==> config.mk <==
export PLATFORM = sky130hd
export DESIGN_NAME = tile_addr_gen
export DESIGN_NICKNAME = d
export VERILOG_FILES = /design/src/stream_pkg.sv /design/src/tile_addr_gen.sv
export VERILOG_INCLUDE_DIRS = /design/src /design/src/include
export SDC_FILE = /design/constraint.sdc
export NUM_CORES = 1
export LEC_CHECK = 0
export ABC_AREA = 1
export BUFFER_PORTS_ARGS = -buffer_cell sky130_fd_sc_hd__buf_2
export CAP_MARGIN = 20
export CORE_MARGIN = 2
export CORE_UTILIZATION = 49
export DETAILED_ROUTE_END_ITERATION = 10
export PLACE_DENSITY = 0.71
export REMOVE_ABC_BUFFERS = 1
export SYNTH_ARGS = -nofsm -noshare
export SYNTH_HDL_FRONTEND = slang
export SYNTH_SLANG_ARGS = --single-unit
==> constraint.sdc <==
create_clock -name clk -period 1.7 [get_ports clk]
set_clock_uncertainty 0.15 [all_clocks]
set_input_delay 0.34 -clock clk [delete_from_list [all_inputs] [get_ports clk]]
set_output_delay 0.34 -clock clk [all_outputs]
set_load 0.05 [all_outputs]
==> src/include/stream_settings.svh <==
`ifndef STREAM_SETTINGS_SVH
`define STREAM_SETTINGS_SVH

// feature word width and bank geometry.
`define STREAM_DATA_W 16
`define STREAM_ADDR_W 14
`define STREAM_BANK_DEPTH 12100

// sliding-window scan order: lanes within a group, groups within a window.
`define STREAM_LANES 4
`define STREAM_GROUPS 2
`define STREAM_WIN_STRIDE 4 // words between the starts of two windows.
`define STREAM_WIN_W 12 // wide enough for every window start inside the bank.

// cycles from a scan address to its data at the bank output.
`define STREAM_RD_LAT 3

// APB bus and register map.
`define STREAM_APB_ADDR_W 8
`define STREAM_APB_DATA_W 32
`define STREAM_ADDR_CTRL 8'h00
`define STREAM_ADDR_WINDOWS 8'h04
`define STREAM_ADDR_STATUS 8'h08

`endif
==> src/stream_pkg.sv <==
`include "stream_settings.svh"

package stream_pkg;

	// one write into a feature bank.
	typedef struct packed {
		logic en;
		logic [`STREAM_ADDR_W-1:0] addr;
		logic [`STREAM_DATA_W-1:0] data;
	} bank_wr_t;

	// one read issued by the tile scanner to both banks.
	typedef struct packed {
		logic valid;
		logic [`STREAM_ADDR_W-1:0] addr;
		logic last; // final address of the scan.
	} scan_rd_t;

	// one output beat towards the convolution array.
	typedef struct packed {
		logic valid;
		logic [`STREAM_DATA_W-1:0] f0; // from bank 0.
		logic [`STREAM_DATA_W-1:0] f1; // from bank 1.
	} feature_pair_t;

	typedef enum logic {
		SCAN_IDLE,
		SCAN_RUN
	} scan_state_e;

	// the value of CTRL bit 1 selects the writer of bank 1.
	typedef enum logic {
		SRC_POOL = 1'b0,
		SRC_ELTWISE = 1'b1
	} src_sel_e;

endpackage

==> src/tile_addr_gen.sv <==
`timescale 1ns/1ps
`include "stream_settings.svh"

module tile_addr_gen (
	input logic clk,
	input logic i_reset,
	input logic i_start,
	input logic [`STREAM_WIN_W-1:0] i_windows,
	output stream_pkg::scan_rd_t o_rd,
	output logic o_busy
);
	import stream_pkg::*;

	localparam int AW = `STREAM_ADDR_W;
	localparam int WW = `STREAM_WIN_W;
	localparam int LANE_W = $clog2(`STREAM_LANES);
	localparam int GRP_W = $clog2(`STREAM_GROUPS);
	localparam logic [LANE_W-1:0] LANE_END = LANE_W'(`STREAM_LANES - 1);
	localparam logic [GRP_W-1:0] GRP_END = GRP_W'(`STREAM_GROUPS - 1);

	scan_state_e state;
	logic [LANE_W-1:0] lane;
	logic [GRP_W-1:0] grp;
	logic [WW-1:0] win;
	logic [WW-1:0] win_end;
	logic [AW-1:0] base; // first word of the current window.
	logic lane_wrap;
	logic grp_wrap;
	logic win_wrap;

	assign lane_wrap = (lane == LANE_END);
	assign grp_wrap = lane_wrap && (grp == GRP_END);
	assign win_wrap = grp_wrap && (win == win_end);

	always_ff @(posedge clk) begin
		if (i_reset) begin
			state <= SCAN_IDLE;
			lane <= '0;
			grp <= '0;
			win <= '0;
			win_end <= '0;
			base <= '0;
		end else begin
			unique case (state)
				SCAN_IDLE: begin
					if (i_start) begin
						state <= SCAN_RUN;
						lane <= '0;
						grp <= '0;
						win <= '0;
						base <= '0;
						// a window count of zero runs a single window.
						win_end <= (i_windows == '0) ? '0 : i_windows - 1'b1;
					end
				end
				SCAN_RUN: begin
					lane <= lane_wrap ? '0 : lane + 1'b1;
					if (lane_wrap) begin
						grp <= grp_wrap ? '0 : grp + 1'b1;
					end
					if (grp_wrap) begin
						if (win_wrap) begin
							state <= SCAN_IDLE;
						end else begin
							win <= win + 1'b1;
							base <= base + AW'(`STREAM_WIN_STRIDE);
						end
					end
				end
				default: state <= SCAN_IDLE;
			endcase
		end
	end

	assign o_busy = (state == SCAN_RUN);

	// group g starts one word further on, lanes then walk consecutive words.
	always_comb begin
		o_rd.valid = o_busy;
		o_rd.addr = base + AW'(grp) + AW'(lane);
		o_rd.last = o_busy && win_wrap;
	end

endmodule

# [Word-level counts from Yosys, hierarchy flattened]
# Cells that the tools add are included.
# W data, S select, Z words.
[totals] inputBits=15 reg_bits=42 elab_cells=47 out_inout_bits=17
[op_classes] n_addsub=7 n_eq_ne=6 bitwise_logic=1 n_reduce_logical=7 n_mux=20
[ops] op="$mux W12" count=4
[ops] op="$mux W14" count=3
[ops] op="$pmux W14 S2" count=1
[ops] op="$pmux W12 S2" count=1
[ops] op="$add A14 B1 Y14" count=1
[ops] op="$add A14 B2 Y14" count=1
[ops] op="$add A14 B3 Y14 const B" count=1
[ops] op="$add A12 B1 Y12 const B" count=1
[ops] op="$eq A12 B12 Y1" count=1
[ops] op="$logic_not A12 Y1" count=1
[ops] op="$sub A12 B1 Y12 const B" count=1
[ops] op="$mux W1" count=6
[ops] op="$mux W2" count=2
[ops] op="$ne A2 B1 Y1 const B" count=2
[ops] op="$ne A2 B2 Y1 const B" count=2
[ops] op="$pmux W1 S2" count=2
[ops] op="$pmux W2 S2" count=1
[ops] op="$reduce_and A2 Y1" count=2
[ops] op="$logic_and A1 B1 Y1" count=3
[ops] op="$reduce_and A3 Y1" count=1
[ops] op="$add A2 B1 Y2 const B" count=1
[ops] op="$eq A2 B2 Y1 const B" count=1
[ops] op="$add A1 B1 Y1 const B" count=1
[ops] op="$not A1 Y1" count=1

# [Logic depth before layout (Yosys ltp)]
[logic_depth] word_depth=6 mapped_depth=11 mapped_depth_nobuf=10

# [Least setup slack after synthesis]
# OpenSTA, ideal clock, no wires.
[synth_timing] path_kind="register -> output" from="register lane[0]" to="output o_rd[5] (netlist name)" required_time_ns=1.210 path_buffers=0 t_arrival_ns=2.012 stages_incl_launch_ff=5 path_slack_ns=-0.802 path_cell_list="dfxtp_1 -> ha_1 -> ha_1 -> inv_1 -> o31ai_1"
[synth_rtl] element="from (decl)" line_no="tile_addr_gen.sv:22" rtl="logic [LANE_W-1:0] lane;"
[synth_rtl] element="from (signal assigned)" line_no="tile_addr_gen.sv:57" rtl="lane <= lane_wrap ? '0 : lane + 1'b1;"
[synth_rtl] element="to (decl)" line_no="tile_addr_gen.sv:9" rtl="output stream_pkg::scan_rd_t o_rd,"

==> run summary <==
Status: complete, but fails checks
Failing checks: setup timing
Core ar.: 5507 um2
R2R Path End: base[8]
Min-delay src: i_start
Sequential share of the synthesized area: 0.2860
Router iterations before antenna repair: 5
Worst Hold Depth: 4
WL/cell: 13.98 um
Overall Power: 2.276 mW
Most common library cell in the layout ignoring fill and taps: nand2_1
Starting Density: 0.5085
Global-route wire length before repair: 12390 um
Part of the power in registers: 0.455
Worst path cell trace: buf_4 > nand2_4 > nor2_4 > nand2_2 > nor2_2 > xor2_1 > buf_4
Arr. time, crit path: 1.66 ns
Post-DP HPWL: 5276 um
CTS tree: done
CTS Buf Count: 5
Top-area cell type share of the netlist area: 0.2860
Worst setup SP type: flip-flop
Slew Viols, Final: 0
Cell count after synthesis: 458
Fill cell count: 404
Die Y: 79.60 um
Cell taking the most area after synthesis: dfxtp_1
Final core occ: 0.7478
Synthesized cell area: 2800 um2
Max H-tree Level: 2
Area occupied by multi-input gates: 2028 um2
Full die area: 6335 um2
R2R depth: 10
Worst skew pair latency: 0.30 ns
Vias per inst: 5.250
Worst-path clk slew: 0.08 ns
Syn-to-layout area delta: 47.05%
Vias post-DR: 3302
Max Clock Freq: 0.4660 GHz
Cell mode on critical path: buf_4
Yosys warning total: 0
PwrDens: 552.6 nW/um2
Rows: 27
CTS max path bufs: 2
Die X: 79.60 um
Share of cells above drive strength 1: 0.3806
Yosys cell types: 30
Maximum ir drop on the vdd rail: 0.3556 mV
Flop2flop setup slack: -0.14 ns
Clock period minus worst slack: 2.146 ns
Syn avg cell area: 6.114 um2
Hold Path Class: in2reg
Post-route ant nets: 0
Fin. Hold Viols: 0
Via count of the first global-routing pass: 2863
Max Cap Viol: 0
Clock Sinks: 40
Switching fraction of total power: 0.3205
Fin worst setup slack: -0.4457 ns
Initial antenna violation count: 0
Port Buf Inserts: 31
Switching pwr: 0.7293 mW
GRT Util Overall: 0.2447
Ant. Diodes: 0
Largest net degree at the start of global routing: 21
Clock power share: 0.290
CP Capture Type: primary output
Layout Nets: 578
Critical path type: reg2out
Logic gate share of total power: 0.255
Max-slew headroom: 0.6997
Drt initial violations: 183
Worst path max stage delay: 0.42 ns
Worst EP required: 1.21 ns
Total gr overflow: 0
Post-synthesis register bit count: 40
Placed Area: 3490 um2
DP Worst Slack: -0.2266 ns
Setup violators final: 31
FF+latch area: 829.5 um2
Internal: 1.546 mW
Synth top area cells: dfxtp_1 (29%), nand2_1 (18%), nand3_1 (8.9%), nor2_1 (7.9%), a21oi_1 (7.1%)
RePlAce Congestion: 0.8615
# IOs: 32
Slowest CP cell: dfxtp_1
RSZ-0062 raised after global routing: true
Worst-case hold slack: 0.2040 ns
Leak: 1.857 nW
Commonest cells after routing, fill and taps aside: nand2_1 (130), buf_4 (76), nor2_1 (45), inv_1 (40), nand3_1 (32)
DRC: 0
Worst slew pin tran: 0.4505 ns
Total wire length: 8791 um
Worst r2r src: base[4]
Finished Cell Area: 4118 um2
Maximum fanout along the worst path: 3
Root buf cell: clkbuf_8
Tcrit/Tclk final: 1.262
WHS Endpoint: lane[1]
how the worst max path moves through the flow:
stage | slack, ns | start | end
final | -0.45 | base[4] | o_rd[9]
after detailed placement | -0.23 | lane[0] | o_rd[12]
after CTS | -0.36 | base[3] | o_rd[11]
after global routing | -0.54 | base[4] | o_rd[9]
after floorplan | -1.44 | o_busy | o_rd[0]
after global placement | -0.17 | lane[0] | o_rd[14]
per-layer routing:
layer | GRT usage | routed length (um)
met1 | 0.2722 | 3405
met2 | 0.4664 | 4484
met3 | 0.03507 | 474
met4 | 0.08793 | 427
met5 | 0 | 0
layout make-up:
class / count / area share
multi-input cells: 351 / 0.4926
clock inverters: 2 / 0.002431
flip-flops and latches: 40 / 0.2015
clock buffers: 6 / 0.02005
well taps: 72 / 0.02188
repair buffers: 109 / 0.2163
inverters: 49 / 0.04528
power groups by stage:
| stage | combinational [mW] | clock [mW] | sequential [mW] |
|---|---|---|---|
| global placement | 0.491 | 0 | 1.04 |
| CTS | 0.530 | 0.663 | 1.03 |
| floorplan | 0.290 | 0 | 1.07 |
| global route | 0.634 | 0.701 | 1.04 |
| detailed placement | 0.503 | 0 | 1.05 |
| finish | 0.580 | 0.659 | 1.04 |
sequential cells by signal, summed over array words and instances (netlist names):
signal   flops
lane         2
o_busy       1
base        12
win_end     12
grp          1
win         12
Yosys cell counts:
cell type  instances
nand3_2            3
ha_1               7
nor2_1            59
xor2_1            17
clkinv_1           1
nand4_1            5
o21ai_2            1
inv_1             44
buf_4              2
clkbuf_1           4
o221a_2            1
nor2_4             1
a211oi_1           1
buf_2              7
xnor2_1            2
a21oi_1           40
o21ai_1            1
buf_1              1
nor3_1             8
dfxtp_1           40
o31ai_1            1
nand2_1          137
nor2_2             2
nand2_2            5
nand3_1           50
buf_6              4
nand3b_1           3
inv_2              4
o21ai_0            4
o21bai_1           3
logic make-up (layout without fill, tap and decap cells):
kind of cell	count (synthesis)	after routing	share of synthesized area
DFF	40	40	0.2860
AOI/OAI and AO/OA	52	52	0.1010
buffers and inverters	67	166	0.1063
and+or+nand+nor	273	273	0.4160
adders and majority gates	7	7	0.03128
xor gates and xnor gates	19	19	0.05943
critical path, delay by kind of cell (launching register included):
| family | cells | cell delay, ns |
|---|---|---|
| and+or+nand+nor | 4 | 0.39 |
| DFF | 1 | 0.42 |
| xor gates and xnor gates | 1 | 0.16 |
| buffers and inverters | 2 | 0.39 |
per-stage QoR:
stage	cells	TNS, ns
final	629	-5.478
after detailed placement	614	-6.192
after global placement	614	-4.724
after global routing	629	-8.871
after CTS	630	-4.060
after floorplan	440	-50.13
what timing repair did:
item	in CTS	in global routing
gates cloned	0	1
gates resized for setup	75	62
pin swaps	27	17
setup buffers	10	2
hold buffers	0	0
setup endpoints to repair	40	52
Power figures use the tool's default switching activity.
