--- src/include/stream_settings.svh ---
`ifndef STREAM_SETTINGS_SVH
`define STREAM_SETTINGS_SVH

// feature word width and bank geometry.
`define STREAM_DATA_W 16
`define STREAM_ADDR_W 14
`define STREAM_BANK_DEPTH 12100

// sliding-window scan order: lanes within a group, groups within a window.
`define STREAM_LANES 4
`define STREAM_GROUPS 2
`define STREAM_WIN_STRIDE 4 // words between the starts of two windows.
`define STREAM_WIN_W 12 // wide enough for every window start inside the bank.

// cycles from a scan address to its data at the bank output.
`define STREAM_RD_LAT 3

// APB bus and register map.
`define STREAM_APB_ADDR_W 8
`define STREAM_APB_DATA_W 32
`define STREAM_ADDR_CTRL 8'h00
`define STREAM_ADDR_WINDOWS 8'h04
`define STREAM_ADDR_STATUS 8'h08

`endif
--- src/stream_pkg.sv ---
`include "stream_settings.svh"

package stream_pkg;

	// one write into a feature bank.
	typedef struct packed {
		logic en;
		logic [`STREAM_ADDR_W-1:0] addr;
		logic [`STREAM_DATA_W-1:0] data;
	} bank_wr_t;

	// one read issued by the tile scanner to both banks.
	typedef struct packed {
		logic valid;
		logic [`STREAM_ADDR_W-1:0] addr;
		logic last; // final address of the scan.
	} scan_rd_t;

	// one output beat towards the convolution array.
	typedef struct packed {
		logic valid;
		logic [`STREAM_DATA_W-1:0] f0; // from bank 0.
		logic [`STREAM_DATA_W-1:0] f1; // from bank 1.
	} feature_pair_t;

	typedef enum logic {
		SCAN_IDLE,
		SCAN_RUN
	} scan_state_e;

	// the value of CTRL bit 1 selects the writer of bank 1.
	typedef enum logic {
		SRC_POOL = 1'b0,
		SRC_ELTWISE = 1'b1
	} src_sel_e;

endpackage

--- src/stream_apb_regs.sv ---
`timescale 1ns/1ps
`include "stream_settings.svh"

module stream_apb_regs (
	input logic clk,
	input logic i_reset,
	input logic i_psel,
	input logic i_penable,
	input logic i_pwrite,
	input logic [`STREAM_APB_ADDR_W-1:0] i_paddr,
	input logic [`STREAM_APB_DATA_W-1:0] i_pwdata,
	output logic [`STREAM_APB_DATA_W-1:0] o_prdata,
	output logic o_pready,
	output logic o_pslverr,
	input logic i_busy,
	input logic i_done,
	output logic o_start,
	output logic [`STREAM_WIN_W-1:0] o_windows,
	output stream_pkg::src_sel_e o_src_sel
);
	import stream_pkg::*;

	localparam int WW = `STREAM_WIN_W;

	logic access;
	logic wr_access;
	logic hit_ctrl;
	logic hit_windows;
	logic hit_status;
	logic start_req;
	logic done_q;

	assign access = i_psel && i_penable; // access phase only.
	assign wr_access = access && i_pwrite;

	assign hit_ctrl = (i_paddr == `STREAM_ADDR_CTRL);
	assign hit_windows = (i_paddr == `STREAM_ADDR_WINDOWS);
	assign hit_status = (i_paddr == `STREAM_ADDR_STATUS);

	assign o_pready = 1'b1;
	assign o_pslverr = access && !(hit_ctrl || hit_windows || hit_status);

	// a start that arrives while a scan runs, or right behind another start, is dropped.
	assign start_req = wr_access && hit_ctrl && i_pwdata[0] && !i_busy && !o_start;

	always_ff @(posedge clk) begin
		if (i_reset) begin
			o_start <= 1'b0;
		end else begin
			o_start <= start_req;
		end
	end

	always_ff @(posedge clk) begin
		if (i_reset) begin
			o_windows <= WW'(1);
			o_src_sel <= SRC_POOL;
		end else if (wr_access) begin
			if (hit_ctrl) begin
				o_src_sel <= src_sel_e'(i_pwdata[1]);
			end
			if (hit_windows) begin
				o_windows <= i_pwdata[WW-1:0];
			end
		end
	end

	// sticky done, cleared by the start that begins the next scan.
	always_ff @(posedge clk) begin
		if (i_reset) begin
			done_q <= 1'b0;
		end else if (start_req) begin
			done_q <= 1'b0;
		end else if (i_done) begin
			done_q <= 1'b1;
		end
	end

	always_comb begin
		o_prdata = '0;
		if (hit_ctrl) begin
			o_prdata[1] = (o_src_sel == SRC_ELTWISE); // bit 0 is a pulse and reads as 0.
		end else if (hit_windows) begin
			o_prdata[WW-1:0] = o_windows;
		end else if (hit_status) begin
			o_prdata[0] = i_busy;
			o_prdata[1] = done_q;
		end
	end

endmodule

--- config.mk ---
export PLATFORM = sky130hd
export DESIGN_NAME = stream_apb_regs
export DESIGN_NICKNAME = d
export VERILOG_FILES = /design/src/stream_pkg.sv /design/src/stream_apb_regs.sv
export VERILOG_INCLUDE_DIRS = /design/src /design/src/include
export SDC_FILE = /design/constraint.sdc
export NUM_CORES = 1
export LEC_CHECK = 0
export BUFFER_PORTS_ARGS = -buffer_cell sky130_fd_sc_hd__buf_2
export CELL_PAD_IN_SITES_DETAIL_PLACEMENT = 0
export CELL_PAD_IN_SITES_GLOBAL_PLACEMENT = 1
export CORE_MARGIN = 2
export CORE_UTILIZATION = 24
export CTS_BUF_LIST = sky130_fd_sc_hd__clkbuf_16
export CTS_CLUSTER_DIAMETER = 60
export CTS_CLUSTER_SIZE = 8
export DETAILED_ROUTE_END_ITERATION = 7
export PLACE_DENSITY_LB_ADDON = 0.1
export SYNTH_ARGS = -nofsm -noshare
export SYNTH_HDL_FRONTEND = slang
export SYNTH_SLANG_ARGS = --single-unit
--- constraint.sdc ---
create_clock -name clk -period 1.6 [get_ports clk]
set_input_delay 0.16 -clock clk [delete_from_list [all_inputs] [get_ports clk]]
set_output_delay 0.16 -clock clk [all_outputs]
set_load 0.01 [all_outputs]
# After elaboration in Yosys (flattened, before gate mapping)
# Cells that the tools add are included.
# classes
eq_ne	2
n_reduce_logical	16
muxes	6
# ops
cell	count
10-bit 2-to-1 mux	2
8-bit by 3-bit equality test with 1-bit output, second input constant	1
8-bit by 4-bit equality test with 1-bit output, second input constant	1
8-bit logical NOT	1
1-bit logical AND	7
2-bit 2-to-1 mux	2
2-bit AND reduction	2
1-bit logical NOT	3
1-bit logical OR	2
1-bit 2-to-1 mux	2
2-bit OR reduction	1
# totals
inputBits	47
out_inout_bits	48
elab_cells	28
register_bits	15

# Longest topological paths before layout
# depth
depth_word	7
mapped_depth	4
depth_no_buf	3

# Least setup slack after synthesis
# OpenSTA, ideal clock, no wires.
# synth_path
kind	input-to-reg
startpoint	in i_paddr[1]
endpoint	reg o_windows[11]
arrival_time_ns	1.200
required_time_ns	1.468
stages	4
setup_slack_ns	0.267
n_path_buf	1
setup_time_ns	0.132
path_cell_list	or4_1 -> buf_6 -> o31ai_2 -> a21oi_1
# synth_between
elab_chain_cells	2
# synth_lines
element	line_no	source
start: declaration	stream_apb_regs.sv:10	input logic [`STREAM_APB_ADDR_W-1:0] i_paddr,
8-bit by 3-bit equality test with 1-bit output (no source line)	-	
2-bit AND reduction (no source line)	-	
end signal: assignment	stream_apb_regs.sv:63	o_windows <= i_pwdata[WW-1:0];
end: declaration	stream_apb_regs.sv:18	output logic [`STREAM_WIN_W-1:0] o_windows,
# Every way passes these cells.
# A chain may end at the register's enable or synchronous reset.

# Worst setup path after layout
# layout_path
startpoint	reg o_windows[1]
endpoint	out o_prdata[1]
# layout_between
elab_chain_cells	2
# layout_lines
element	line_no	source
2-bit 2-to-1 mux	stream_apb_regs.sv:83	end else if (hit_windows) begin
1-bit 2-to-1 mux	stream_apb_regs.sv:81	if (hit_ctrl) begin
end: declaration	stream_apb_regs.sv:12	output logic [`STREAM_APB_DATA_W-1:0] o_prdata,
# Every way passes these cells.

==> run_results.csv <==
group,metric,value,unit
logic_synthesis,synth_cell_type_count,30,
power_and_ir_drop,p_per_area,708,nW/um^2
global_route,grt_use_total,0.126,
clocking,root_buffer,"clkbuf_16",
global_route,grt_max_degree,23,
power_and_ir_drop,p_clk_frac,0.483,
cells_and_area,num-fill-cells,476,
clocking,post_cts.repair.setup_buffers,0,
cells_and_area,syn_to_final_growth,31.9,%
clocking,clk_pin_slew,50,ps
placement,post_dp_cell_area,1300,sq um
power_and_ir_drop,comb_power_share,0.131,
clocking,clock_latency,240,ps
logic_synthesis,synth_edf_count,0,
floorplanning,die_w,70.1,um
logic_synthesis,yosys_warnings,0,
cells_and_area,layout-drive-gt1-share,0.439,
clocking,cts_buffers,3,
timing,final-hold-violation-count,0,
setup_path,crit_fanout,3,
logic_synthesis,synth_largest_area_cell,"dfxtp_1",
power_and_ir_drop,leakage,0.673,nW
routing,wl_per_cell,13.9,um
timing,fin_crit,1410,ps
floorplanning,core-area,4260,sq um
logic_synthesis,synthCells,121,
logic_synthesis,synth_flop_cell,"dfxtp_1",
clocking,htreeDepth,1,
floorplanning,start_util,0.246,
routing,via_per_inst,4.64,
power_and_ir_drop,switchingPower,0.000228,W
timing,tns,0,ps
logic_synthesis,syn_area_per_cell,8.65,sq um
timing,skew,0.0419,ps
logic_synthesis,synth_area_leaders,"dfxtp_1 29%, buf_4 15%, o31ai_2 12%",
run_status,status,"finished clean",
clocking,cts_tree,"yes",
logic_synthesis,yosysMostFrequentCell,"buf_4",
timing,timing.fmax,711,MHz
routing,first_pass_iters,4,
setup_path,endpoint_kind,"output pin",
timing,rsz0062_at_grt,"no",
power_and_ir_drop,irDropWorstVdd,0.000275,V
routing,num_vias,1043,
timing,setup_viol,0,
placement,hpwl,2280,um
cells_and_area,stdcell_area,1380,sq um
setup_path,required,1440,ps
setup_path,path_cells,"mux2i_1 -> or2_2 -> a21oi_1 -> buf_2",
cells_and_area,antenna_cells,0,
floorplanning,rows,24,
clocking,hold_buffers,0,
placement,io_buffers,53,
setup_path,reg2regPathDepth,2,
logic_synthesis,async_flop_share,0,
floorplanning,dieArea,4910,sq um
power_and_ir_drop,internal_power,0.000749,W
logic_synthesis,synth.ff_latch_count,15,
setup_path,arrival,1250,ps
setup_path,cpPeakStageDelay,360,ps
routing,detail-route-antenna-nets,0,
power_and_ir_drop,p_sw_frac,0.233,
clocking,cts_sinks,15,
setup_path,path_class,"register to output pin",
floorplanning,die_h,70.1,um
setup_path,cpMaxStageDelayCell,"dfxtp_1",
routing,drt_iter0_markers,33,
power_and_ir_drop,total_power,0.000978,W
placement,place.gp.congestion,0.731,
global_route,grt_pass1_vias,1055,
cells_and_area,post-route-util,0.324,
clocking,cts-resized-gates,0,
timing,min_period_over_period,0.879,
hold_path,min_path_cells,2,
run,maxCapViolations,0,
global_route,grt_pass1_wl,5030,um
global_route,grt.overflow.total,0,
logic_synthesis,yosysSeqAreaShare,0.287,
routing,drc_errors,0,
logic_synthesis,synth_area,1050,sq um
clocking,cts_max_path_buffers,2,
setup_path,start_kind,"register",
cells_and_area,layout.nets,221,
logic_synthesis,yosysTopAreaCellShare,0.287,
hold_path,min_path_type,"primary input to register",
global_route,antenna_found_initial,0,
timing,slew_viol_final,0,
routing,drt_wl_total,3130,um
floorplanning,boundaryPins,95,
logic_synthesis,synthTopCellsByCount,"21 x buf_4, 15 x dfxtp_1, 13 x a21oi_1, 11 x and3_1, 11 x nand4_1",
power_and_ir_drop,p_seq_frac,0.386,
## layout by cell type, fill, tap and decap left out, types with 2 or more instances in the layout
cell,n
nand2_1,5
a21oi_1,13
nand2b_1,2
and3_1,11
o31ai_2,10
nand4_1,11
mux2i_1,2
clkbuf_16,3
dfxtp_1,15
buf_4,6
nor2_1,4
buf_2,53
a31oi_1,2
conb_1,21
## area by class of cell
type / instances / area [sq um] / area share
Sequential cell: 15 / 300 / 0.217
Multi-Input combinational cell: 95 / 627 / 0.454
Timing Repair Buffer: 59 / 310 / 0.225
Tap cell: 52 / 65.1 / 0.0471
Clock buffer: 3 / 75.1 / 0.0543
Clock inverter: 1 / 3.75 / 0.00272
## through the flow
| step | setup slack, ps | std cells | hold slack, ps |
|---|---|---|---|
| after floorplan | 267 | 140 | 229 |
| after global placement | 101 | 221 | 407 |
| after detailed placement | 92.6 | 221 | 417 |
| after CTS | 181 | 225 | 163 |
| after global routing | 138 | 225 | 175 |
| final | 193 | 225 | 160 |
## critical path, delay by kind of cell, from the launching register on
| family | cells | cell delay [ps] |
|---|---|---|
| flip-flops | 1 | 360 |
| AO/OA/AOI/OAI | 1 | 150 |
| AND/OR/NAND/NOR | 1 | 270 |
| multiplexers | 1 | 80 |
| buffers and inverters | 1 | 150 |
## power by group through the flow
stage	sequential [W]	combinational [W]	clock (W)
after CTS	0.000377	0.000128	0.000490
after global routing	0.000377	0.000142	0.000502
after global placement	0.000385	0.000125	0
final	0.000377	0.000128	0.000472
after floorplan	0.000384	0.000102	0
after detailed placement	0.000385	0.000128	0
## worst paths after layout
kind | start | endpoint | slack [ps]
worst max-delay path | o_windows[1] | o_prdata[1] | 190
worst min-delay path | i_pwdata[0] | done_q | 160
worst max register to register | o_start | done_q | 890
worst min register to register | o_windows[5] | o_windows[5] | 480
## cell families (layout without fill, tap and decap cells)
family,count (synthesis),in the layout,synth area share
mux,2,2,0.0191
other cells,2,21,0.00717
simple gates,44,44,0.271
buf+inv,30,63,0.200
compound gates,28,28,0.216
flops,15,15,0.287
## flip-flops by register name, indices dropped and copies added, names as in the netlist
signal     count
done_q         1
o_src_sel      1
o_start        1
o_windows     12
## layer usage
metal  vias up  routed length (um)  GRT usage
met5         -                   0          0
met4         0                   6     0.0363
met3         2                 257     0.0390
met2        42                1540      0.208
met1       490                1320      0.158
li1        509                   -          -
(Power assumes the default switching activity.)
