==> config.mk <==
export PLATFORM = sky130hd
export DESIGN_NAME = stream_out_stage
export DESIGN_NICKNAME = d
export VERILOG_FILES = /design/src/stream_pkg.sv /design/src/stream_out_stage.sv
export VERILOG_INCLUDE_DIRS = /design/src /design/src/include
export SDC_FILE = /design/constraint.sdc
export NUM_CORES = 1
export LEC_CHECK = 0
export ABC_AREA = 1
export BUFFER_PORTS_ARGS = -buffer_cell sky130_fd_sc_hd__buf_2
export CAP_MARGIN = 15
export CORE_ASPECT_RATIO = 1.1
export CORE_MARGIN = 5
export CORE_UTILIZATION = 24
export CTS_CLUSTER_DIAMETER = 30
export DETAILED_ROUTE_END_ITERATION = 7
export PLACE_DENSITY = 0.79
export SYNTH_ARGS = -nofsm -noshare
export SYNTH_HDL_FRONTEND = slang
export SYNTH_SLANG_ARGS = --single-unit
==> constraint.sdc <==
create_clock -name clk -period 0.8 [get_ports clk]
set_input_delay 0.24 -clock clk [delete_from_list [all_inputs] [get_ports clk]]
set_output_delay 0.24 -clock clk [all_outputs]
set_load 0.005 [all_outputs]
==> src/include/stream_settings.svh <==
`ifndef STREAM_SETTINGS_SVH
`define STREAM_SETTINGS_SVH

// feature word width and bank geometry.
`define STREAM_DATA_W 16
`define STREAM_ADDR_W 14
`define STREAM_BANK_DEPTH 12100

// sliding-window scan order: lanes within a group, groups within a window.
`define STREAM_LANES 4
`define STREAM_GROUPS 2
`define STREAM_WIN_STRIDE 4 // words between the starts of two windows.
`define STREAM_WIN_W 12 // wide enough for every window start inside the bank.

// cycles from a scan address to its data at the bank output.
`define STREAM_RD_LAT 3

// APB bus and register map.
`define STREAM_APB_ADDR_W 8
`define STREAM_APB_DATA_W 32
`define STREAM_ADDR_CTRL 8'h00
`define STREAM_ADDR_WINDOWS 8'h04
`define STREAM_ADDR_STATUS 8'h08

`endif
==> src/stream_pkg.sv <==
`include "stream_settings.svh"

package stream_pkg;

	// one write into a feature bank.
	typedef struct packed {
		logic en;
		logic [`STREAM_ADDR_W-1:0] addr;
		logic [`STREAM_DATA_W-1:0] data;
	} bank_wr_t;

	// one read issued by the tile scanner to both banks.
	typedef struct packed {
		logic valid;
		logic [`STREAM_ADDR_W-1:0] addr;
		logic last; // final address of the scan.
	} scan_rd_t;

	// one output beat towards the convolution array.
	typedef struct packed {
		logic valid;
		logic [`STREAM_DATA_W-1:0] f0; // from bank 0.
		logic [`STREAM_DATA_W-1:0] f1; // from bank 1.
	} feature_pair_t;

	typedef enum logic {
		SCAN_IDLE,
		SCAN_RUN
	} scan_state_e;

	// the value of CTRL bit 1 selects the writer of bank 1.
	typedef enum logic {
		SRC_POOL = 1'b0,
		SRC_ELTWISE = 1'b1
	} src_sel_e;

endpackage

==> src/stream_out_stage.sv <==
`timescale 1ns/1ps
`include "stream_settings.svh"

module stream_out_stage (
	input logic clk,
	input logic i_reset,
	input stream_pkg::scan_rd_t i_rd,
	input logic [`STREAM_DATA_W-1:0] i_f0,
	input logic [`STREAM_DATA_W-1:0] i_f1,
	output stream_pkg::feature_pair_t o_feature,
	output logic o_done
);
	localparam int LAT = `STREAM_RD_LAT;

	logic [LAT-1:0] valid_sr;
	logic [LAT-1:0] last_sr;

	// the flags travel alongside the bank read pipeline.
	always_ff @(posedge clk) begin
		if (i_reset) begin
			valid_sr <= '0;
			last_sr <= '0;
		end else begin
			valid_sr <= {valid_sr[LAT-2:0], i_rd.valid};
			last_sr <= {last_sr[LAT-2:0], i_rd.last};
		end
	end

	always_comb begin
		o_feature.valid = valid_sr[LAT-1];
		o_feature.f0 = i_f0;
		o_feature.f1 = i_f1;
	end

	assign o_done = last_sr[LAT-1]; // high with the final beat only.

endmodule

* After elaboration in Yosys (flattened, before gate mapping)
Index checks and enable logic that the tools add are counted.
** Storage, ports and cells
- Flip-flop bits (word level) :: 6
- Latch bits :: 0
- Memory bits (writable) :: 0
- Bits in read-only memories :: 0
- Bits of input ports :: 50
- Output and inout bits :: 34
- Word-level logic and storage cells :: 2
- Memories :: 0
** Operators by class
- Add/subtract/negate cells :: 0
- Multiply operators :: 0
- Divide/modulo/power cells :: 0
- $lt $le $gt $ge :: 0
- Equal/unequal tests :: 0
- Shifts and indexed selects :: 0
- Muxes and demuxes :: 0
- Bitwise gates (word level) :: 0
- Reductions and logical operators :: 0

* Longest topological paths before layout
Gate-level depths: netlist of run 1.
- Depth in word-level cells :: 0
- Mapped depth :: 2
- Gate-level depth less buffers :: 2

* Worst setup path before layout of run 1
OpenSTA, ideal clock, no wires.
- Path kind :: reg2out
- From :: reg valid_sr[2]
- To :: out o_feature[32] (netlist bit)
- Data arrival time :: 0.393 ns
- Data required time :: 0.560 ns
- Setup slack :: 0.167 ns
- Cell stages (with the launch flop) :: 2
- Buffers on the path :: 1
- Cells stage by stage :: dfxtp_1 > buf_4
** RTL lines
- from (decl) :: line stream_out_stage.sv:15 : logic [LAT-1:0] valid_sr;
- from (signal assigned) :: line stream_out_stage.sv:24 : valid_sr <= {valid_sr[LAT-2:0], i_rd.valid};
- to (decl) :: line stream_out_stage.sv:10 : output stream_pkg::feature_pair_t o_feature,
No word-level cell between the ends.

* Final worst setup path of run 1
- From :: reg valid_sr[2]
- To :: out o_feature[32] (netlist bit)
No word-level cell between the ends.

==> impl_results.md, run 1 <==
- Nets@finish: 78
- Met2 Resource Use GR: 2.119%
- Via count: 146
- Pre-CTS setup slack: 168.4 ps
- Compound-Gate Fraction of Synth Area: 0%
- Mapped Area: 412.9 um2
- Ant diodes: 0
- Minimum clock period after layout: 879.5 ps
- Slew Limit Fails: 0
- Antenna violations before repair: 0
- HPWL after DPL: 313.9 um
- Register area: 120.1 um2
- Pre-antenna DRT Iters: 4
- Distinct cells, synth: 4
- Starting Density: 25.88%
- Final setup vio count: 2
- First-iteration detailed-routing DRC count: 3
- Clk buf depth: 2
- Die W: 49.55 um
- Finished layout cell area: 234.0 um2
- Largest family of logic cells by synthesized area: buffers and inverters
- Post-CTS Setup Inserts: 0
- Crit path max-delay family: flip-flops
- First-pass GRT wire length: 579 um
- WP buf/inv: 1
- Post-DP Area: 211.5 um2
- CP Launch Type: register
- DR WL/cell: 9.767 um
- Outcome: finished with violations
- IO Count: 84
- Synth Net Count: 101
- Mux contribution to synthesized area: 0%
- Placer Congestion: 0.5427
- Cell Chain, Critical Path: buf_2
- Clock Skews: 0.9694 ps
- M3 GR Usage: 6.479%
- Non-Filler Instances: 43
- Final hold vios: 0
- Fillers: 181
- Tightest Pin Transition: 104.0 ps
- Syn avg cell area: 8.096 um2
- Vias per inst: 3.395
- Worst hold path class: primary input to register
- Worst path max stage delay: 290 ps
- Failing checks: negative setup slack
- Critical Path RT: 560 ps
- Slowest CP cell: dfxtp_1
- Unrepaired setup endpoints after global routing: yes
- Share of layout cells above drive strength 1: 30.77%
- PnR worst setup slack: -79.45 ps
- Yosys reg bits: 6
- Reg2Reg Setup Slack: 330 ps
- Max-cap viol count: 0
- Final wirelength: 420 um
- Post-CTS Hold Buffers: 0
- Kind of critical path: register to output port
- Sink Count: 6
- Max Fclk: 1137 MHz
- Slew HR: 93.07%
- Pwr dens: 2564 mW/mm2
- GR Util met1: 2.500%
- Antenna viol nets, final: 0
- Peak supply drop: 0.8156 mV
- Die area: 0.002651 mm2
- Area Growth Syn to Fin: -43.33%
- Clock Latency Late Sink: 230 ps
- Largest net degree at the start of global routing: 7
- Yosys warnings: 0
- CP endpoint kind: output port
- CP arrival: 640 ps
- Core area: 0.001595 mm2
- Post-cts sizing count: 0
- Critical path fanouts, max: 1
- Synth Area in XOR/XNOR: 0%
- CTS tree: yes
- Residual DRC: 0
- GRT Overall Usage: 3.462%
- Total CTS buffers: 3
- H-tree depth: 1
- Placed cell count: 40
- Reg clk slew, reported paths: 40 ps
- Chip height: 53.50 um
- Post-synthesis sequential area ratio: 29.09%
- Overflow after GRT: 0
- Vias in the first global route: 134
- Lkg Pwr: 0.1175 nW
- Rows: 15
- Crit share post-route: 109.9%
- Most Crowded Layer GR: met3
- Synth Area in Simple Gates: 5.455%
- Most frequent cells in the layout: 6 x inv_1, 6 x nor2_1, 6 x dfxtp_1
- Buffers added on ports: 5
- Synth Area in Adders: 0%
- Multi-input logic area: 22.52 um2
- Mapped Cells: 51
- CTS root buffer: clkbuf_4
-- metal layers --
metal	share of wire [%]	wire length [um]
met1	30	126
met2	26	110
met3	33	138
met4	10	44
met5	0	0
-- through the flow --
step | hold WS [ps] | util, % | TNS (ps) | power [W]
after floorplan | 311.2 | - | 0 | 0.0004607
after global placement | 389.9 | 13.25 | 0 | 0.0003418
after detailed placement | 393.4 | 13.25 | 0 | 0.0003434
after CTS | 206.1 | 14.67 | -180.3 | 0.0006155
after global routing | 212.1 | 14.67 | -214.0 | 0.0006426
final | 210.0 | 14.67 | -154.4 | 0.0005999
-- worst paths after layout --
kind         cells after the start                   start                      to
max                              1  valid_sr[2]$_SDFF_PP0_           o_feature[32]
min                              3                 i_rd[0]   last_sr[0]$_SDFF_PP0_
max reg2reg                      2   last_sr[0]$_SDFF_PP0_   last_sr[1]$_SDFF_PP0_
min reg2reg                      2  valid_sr[1]$_SDFF_PP0_  valid_sr[2]$_SDFF_PP0_
-- area by class of cell --
cell class,count,share of cell area (%)
Timing Repair Buffer,5,10.70
Clock buffer,3,9.626
Inverter,6,9.626
Multi-Input combinational cell,6,9.626
Tap cell,17,9.091
Sequential cell,6,51.34
-- registers in the layout, summed over array words and instances, names as in the netlist --
register,flops
valid_sr,3
last_sr,3
-- power breakdown --
group | total (W) | internal [W] | switching (W)
clock network | 0.000262 | 0.000169 | 0.0000934
logic | 0.0000229 | 0.0000113 | 0.0000116
registers | 0.000315 | 0.000312 | 0.00000255
total | 0.000600 | 0.000492 | 0.000108
-- synth_stat cells --
library cell	number	share of area, %
dfxtp_1	6	29
inv_1	6	5.5
nor2_1	6	5.5
buf_4	33	60
-- cell families after synthesis --
kind of cell | Yosys count
and+or+nand+nor | 6
buffers and inverters | 39
DFF | 6
Power figures use the tool's default switching activity.
==> run 2, diff against run 1 <==
--- a/config.mk
+++ b/config.mk
@@ -9,12 +9,14 @@
 export ABC_AREA = 1
 export BUFFER_PORTS_ARGS = -buffer_cell sky130_fd_sc_hd__buf_2
 export CAP_MARGIN = 15
+export CELL_PAD_IN_SITES_DETAIL_PLACEMENT = 1
+export CELL_PAD_IN_SITES_GLOBAL_PLACEMENT = 2
 export CORE_ASPECT_RATIO = 1.1
 export CORE_MARGIN = 5
-export CORE_UTILIZATION = 24
+export CORE_UTILIZATION = 10
 export CTS_CLUSTER_DIAMETER = 30
 export DETAILED_ROUTE_END_ITERATION = 7
-export PLACE_DENSITY = 0.79
+export PLACE_DENSITY_LB_ADDON = 0.1
 export SYNTH_ARGS = -nofsm -noshare
 export SYNTH_HDL_FRONTEND = slang
 export SYNTH_SLANG_ARGS = --single-unit
==> run 2 against run 1 <==
  * The flow still finishes with violations (negative setup slack)
  * Global-route usage down 1.5 points
  * Setup slack better by 22 ps
  * Hold slack improved by 15 ps
  * Core utilization down 7.2 points
  * Die area up 110%
  * Clock power grew 70%
  * Final area increased by 27%
  * First-iteration DRC count increased to 3.3 times the previous value
  * Largest power group is now the clock network
  * Cell count increased by 81%
  * Critical path type unchanged
==> impl_results.md, run 2 (synthesized netlist as in run 1, its figures left out) <==
- Outcome: finished with violations
- Failing checks: negative setup slack
- Final wirelength: 450 um (+7.1%)
- Pwr dens: 2646 mW/mm2 (+3.2%)
- HPWL after DPL: 343.6 um (+9.5%)
- Hold Crit Depth: 3 (unchanged)
- Slew Limit Fails: 0 (unchanged)
- R2R cell count: 2 (unchanged)
- Reg clk slew, reported paths: 40 ps (about the same)
- First-pass GRT wire length: 710 um (+23%)
- Vias in the first global route: 142 (+6.0%)
- Nets@finish: 78 (unchanged)
- CP Launch Type: register
- Rows: 24 (+9)
- Final setup vio count: 2 (unchanged)
- DR WL/cell: 5.769 um (-41%)
- Buffers added on ports: 5 (unchanged)
- Worst hold path class: primary input to register
- Slowest CP cell: dfxtp_1
- Kind of critical path: register to output port
- Final hold vios: 0 (unchanged)
- Die area: 0.005516 mm2 (+110%)
- Peak supply drop: 0.3003 mV (-63%)
- Most frequent cells in the layout: 6 x inv_1, 6 x nor2_1, 6 x dfxtp_1
- Non-Filler Instances: 78 (+81%)
- Minimum clock period after layout: 857.9 ps (-21.57 ps)
- PnR worst setup slack: -57.88 ps (+21.57 ps)
- Post-CTS Setup Inserts: 0 (unchanged)
- Via count: 136 (-6.8%)
- Antenna viol nets, final: 0 (unchanged)
- Residual DRC: 0 (unchanged)
- Chip height: 77.40 um (+45%)
- Post-cts sizing count: 0 (unchanged)
- Largest regs: last_sr x3, valid_sr x3
- Crit share post-route: 107.2% (-2.7 points)
- Post-DP Area: 255.2 um2 (+21%)
- Placer Congestion: 0.4721 (-13%)
- Total CTS buffers: 3 (unchanged)
- Crit path max-delay family: flip-flops
- Slew HR: 92.19% (-0.88 points)
- Largest net degree at the start of global routing: 7 (unchanged)
- Overflow after GRT: 0 (unchanged)
- Clock Skews: 0.05249 ps (-0.9170 ps)
- Core area: 0.003994 mm2 (+150%)
- Max Fclk: 1166 MHz (+2.5%)
- Worst hold start: i_rd[15]
- Tightest Pin Transition: 117.2 ps (+13.18 ps)
- Ant diodes: 0 (unchanged)
- Sink Count: 6 (unchanged)
- H-tree depth: 1 (unchanged)
- IO Count: 84 (unchanged)
- WP buf/inv: 1 (unchanged)
- Cell Chain, Critical Path: buf_2
- Worst path max stage delay: 280 ps (about the same)
- CTS tree: yes
- Reg2Reg Setup Slack: 330 ps (about the same)
- Pre-antenna DRT Iters: 3 (-1)
- Lkg Pwr: 0.1253 nW (+6.6%)
- Vias per inst: 1.744 (-49%)
- Share of layout cells above drive strength 1: 30.77% (unchanged)
- CP arrival: 620 ps (-20 ps)
- GRT Overall Usage: 1.925% (-1.5 points)
- Antenna violations before repair: 0 (unchanged)
- Reg2reg end: last_sr[1]$_SDFF_PP0_
- CP endpoint kind: output port
- Post-CTS Hold Buffers: 0 (unchanged)
- Die W: 71.27 um (+44%)
- Critical Path RT: 560 ps (about the same)
- First-iteration detailed-routing DRC count: 10 (+7)
- Placed cell count: 75 (+88%)
- Clk buf depth: 2 (unchanged)
- R2R Path Start: last_sr[0]$_SDFF_PP0_
- Critical path fanouts, max: 1 (unchanged)
- CTS root buffer: clkbuf_8
- Finished layout cell area: 296.5 um2 (+27%)
- Post-Route Setup TNS: -115.4 ps (+38.99 ps)
- Hold Crit Endpoint: valid_sr[0]$_SDFF_PP0_
- Starting Density: 10.34% (-16 points)
- Area Growth Syn to Fin: -28.18%
- Max-cap viol count: 0 (unchanged)
- Clock Latency Late Sink: 220 ps (about the same)
- Unrepaired setup endpoints after global routing: yes
-- run 2: metal layers --
layer / share of wire, % / up-vias / track usage [%]
met3: 22 / 4 / 2.196
li1: - / 64 / -
met4: 2.0 / 0 / 3.008
met1: 36 / 56 / 1.936
met5: 0 / - / 0
met2: 40 / 12 / 1.379
-- run 2: how the worst max path moves through the flow --
stage,startpoint,endpoint,slack (ps),cells past startpoint
after floorplan,valid_sr[2]$_SDFF_PP0_,o_feature[32],170,1
after global placement,valid_sr[2]$_SDFF_PP0_,o_feature[32],160,1
after detailed placement,valid_sr[2]$_SDFF_PP0_,o_feature[32],170,1
after CTS,valid_sr[2]$_SDFF_PP0_,o_feature[32],-70,1
after global routing,valid_sr[2]$_SDFF_PP0_,o_feature[32],-90,1
final,last_sr[2]$_SDFF_PP0_,o_done,-60,1
-- run 2: through the flow --
step / util, % / setup WS, ps / total power (W) / hold WS, ps
final: 7.425 / -57.88 / 0.0007847 / 224.6
after global routing: 7.425 / -94.65 / 0.0008322 / 237.9
after CTS: 7.425 / -70.37 / 0.0008016 / 225.6
after detailed placement: 6.391 / 165.8 / 0.0003454 / 395.9
after global placement: 6.391 / 158.9 / 0.0003447 / 391.0
after floorplan: - / 167.3 / 0.0004607 / 311.2
-- run 2: layout make-up --
cell class | instances | area (um2)
fillers | 477 | 3697
flip-flops and latches | 6 | 120.1
well taps | 52 | 65.06
clock buffers | 3 | 41.29
repair buffers | 5 | 25.02
multi-input cells | 6 | 22.52
inverters | 6 | 22.52
-- run 2: where the power goes --
group | switching (W) | internal [W] | leakage [nW] | total [W]
Sequential | 0.00000253 | 0.000313 | 0.0494 | 0.000316
Clock | 0.000123 | 0.000323 | 0.0216 | 0.000445
Combinational | 0.0000127 | 0.0000113 | 0.0543 | 0.0000240
Total | 0.000138 | 0.000647 | 0.125 | 0.000785
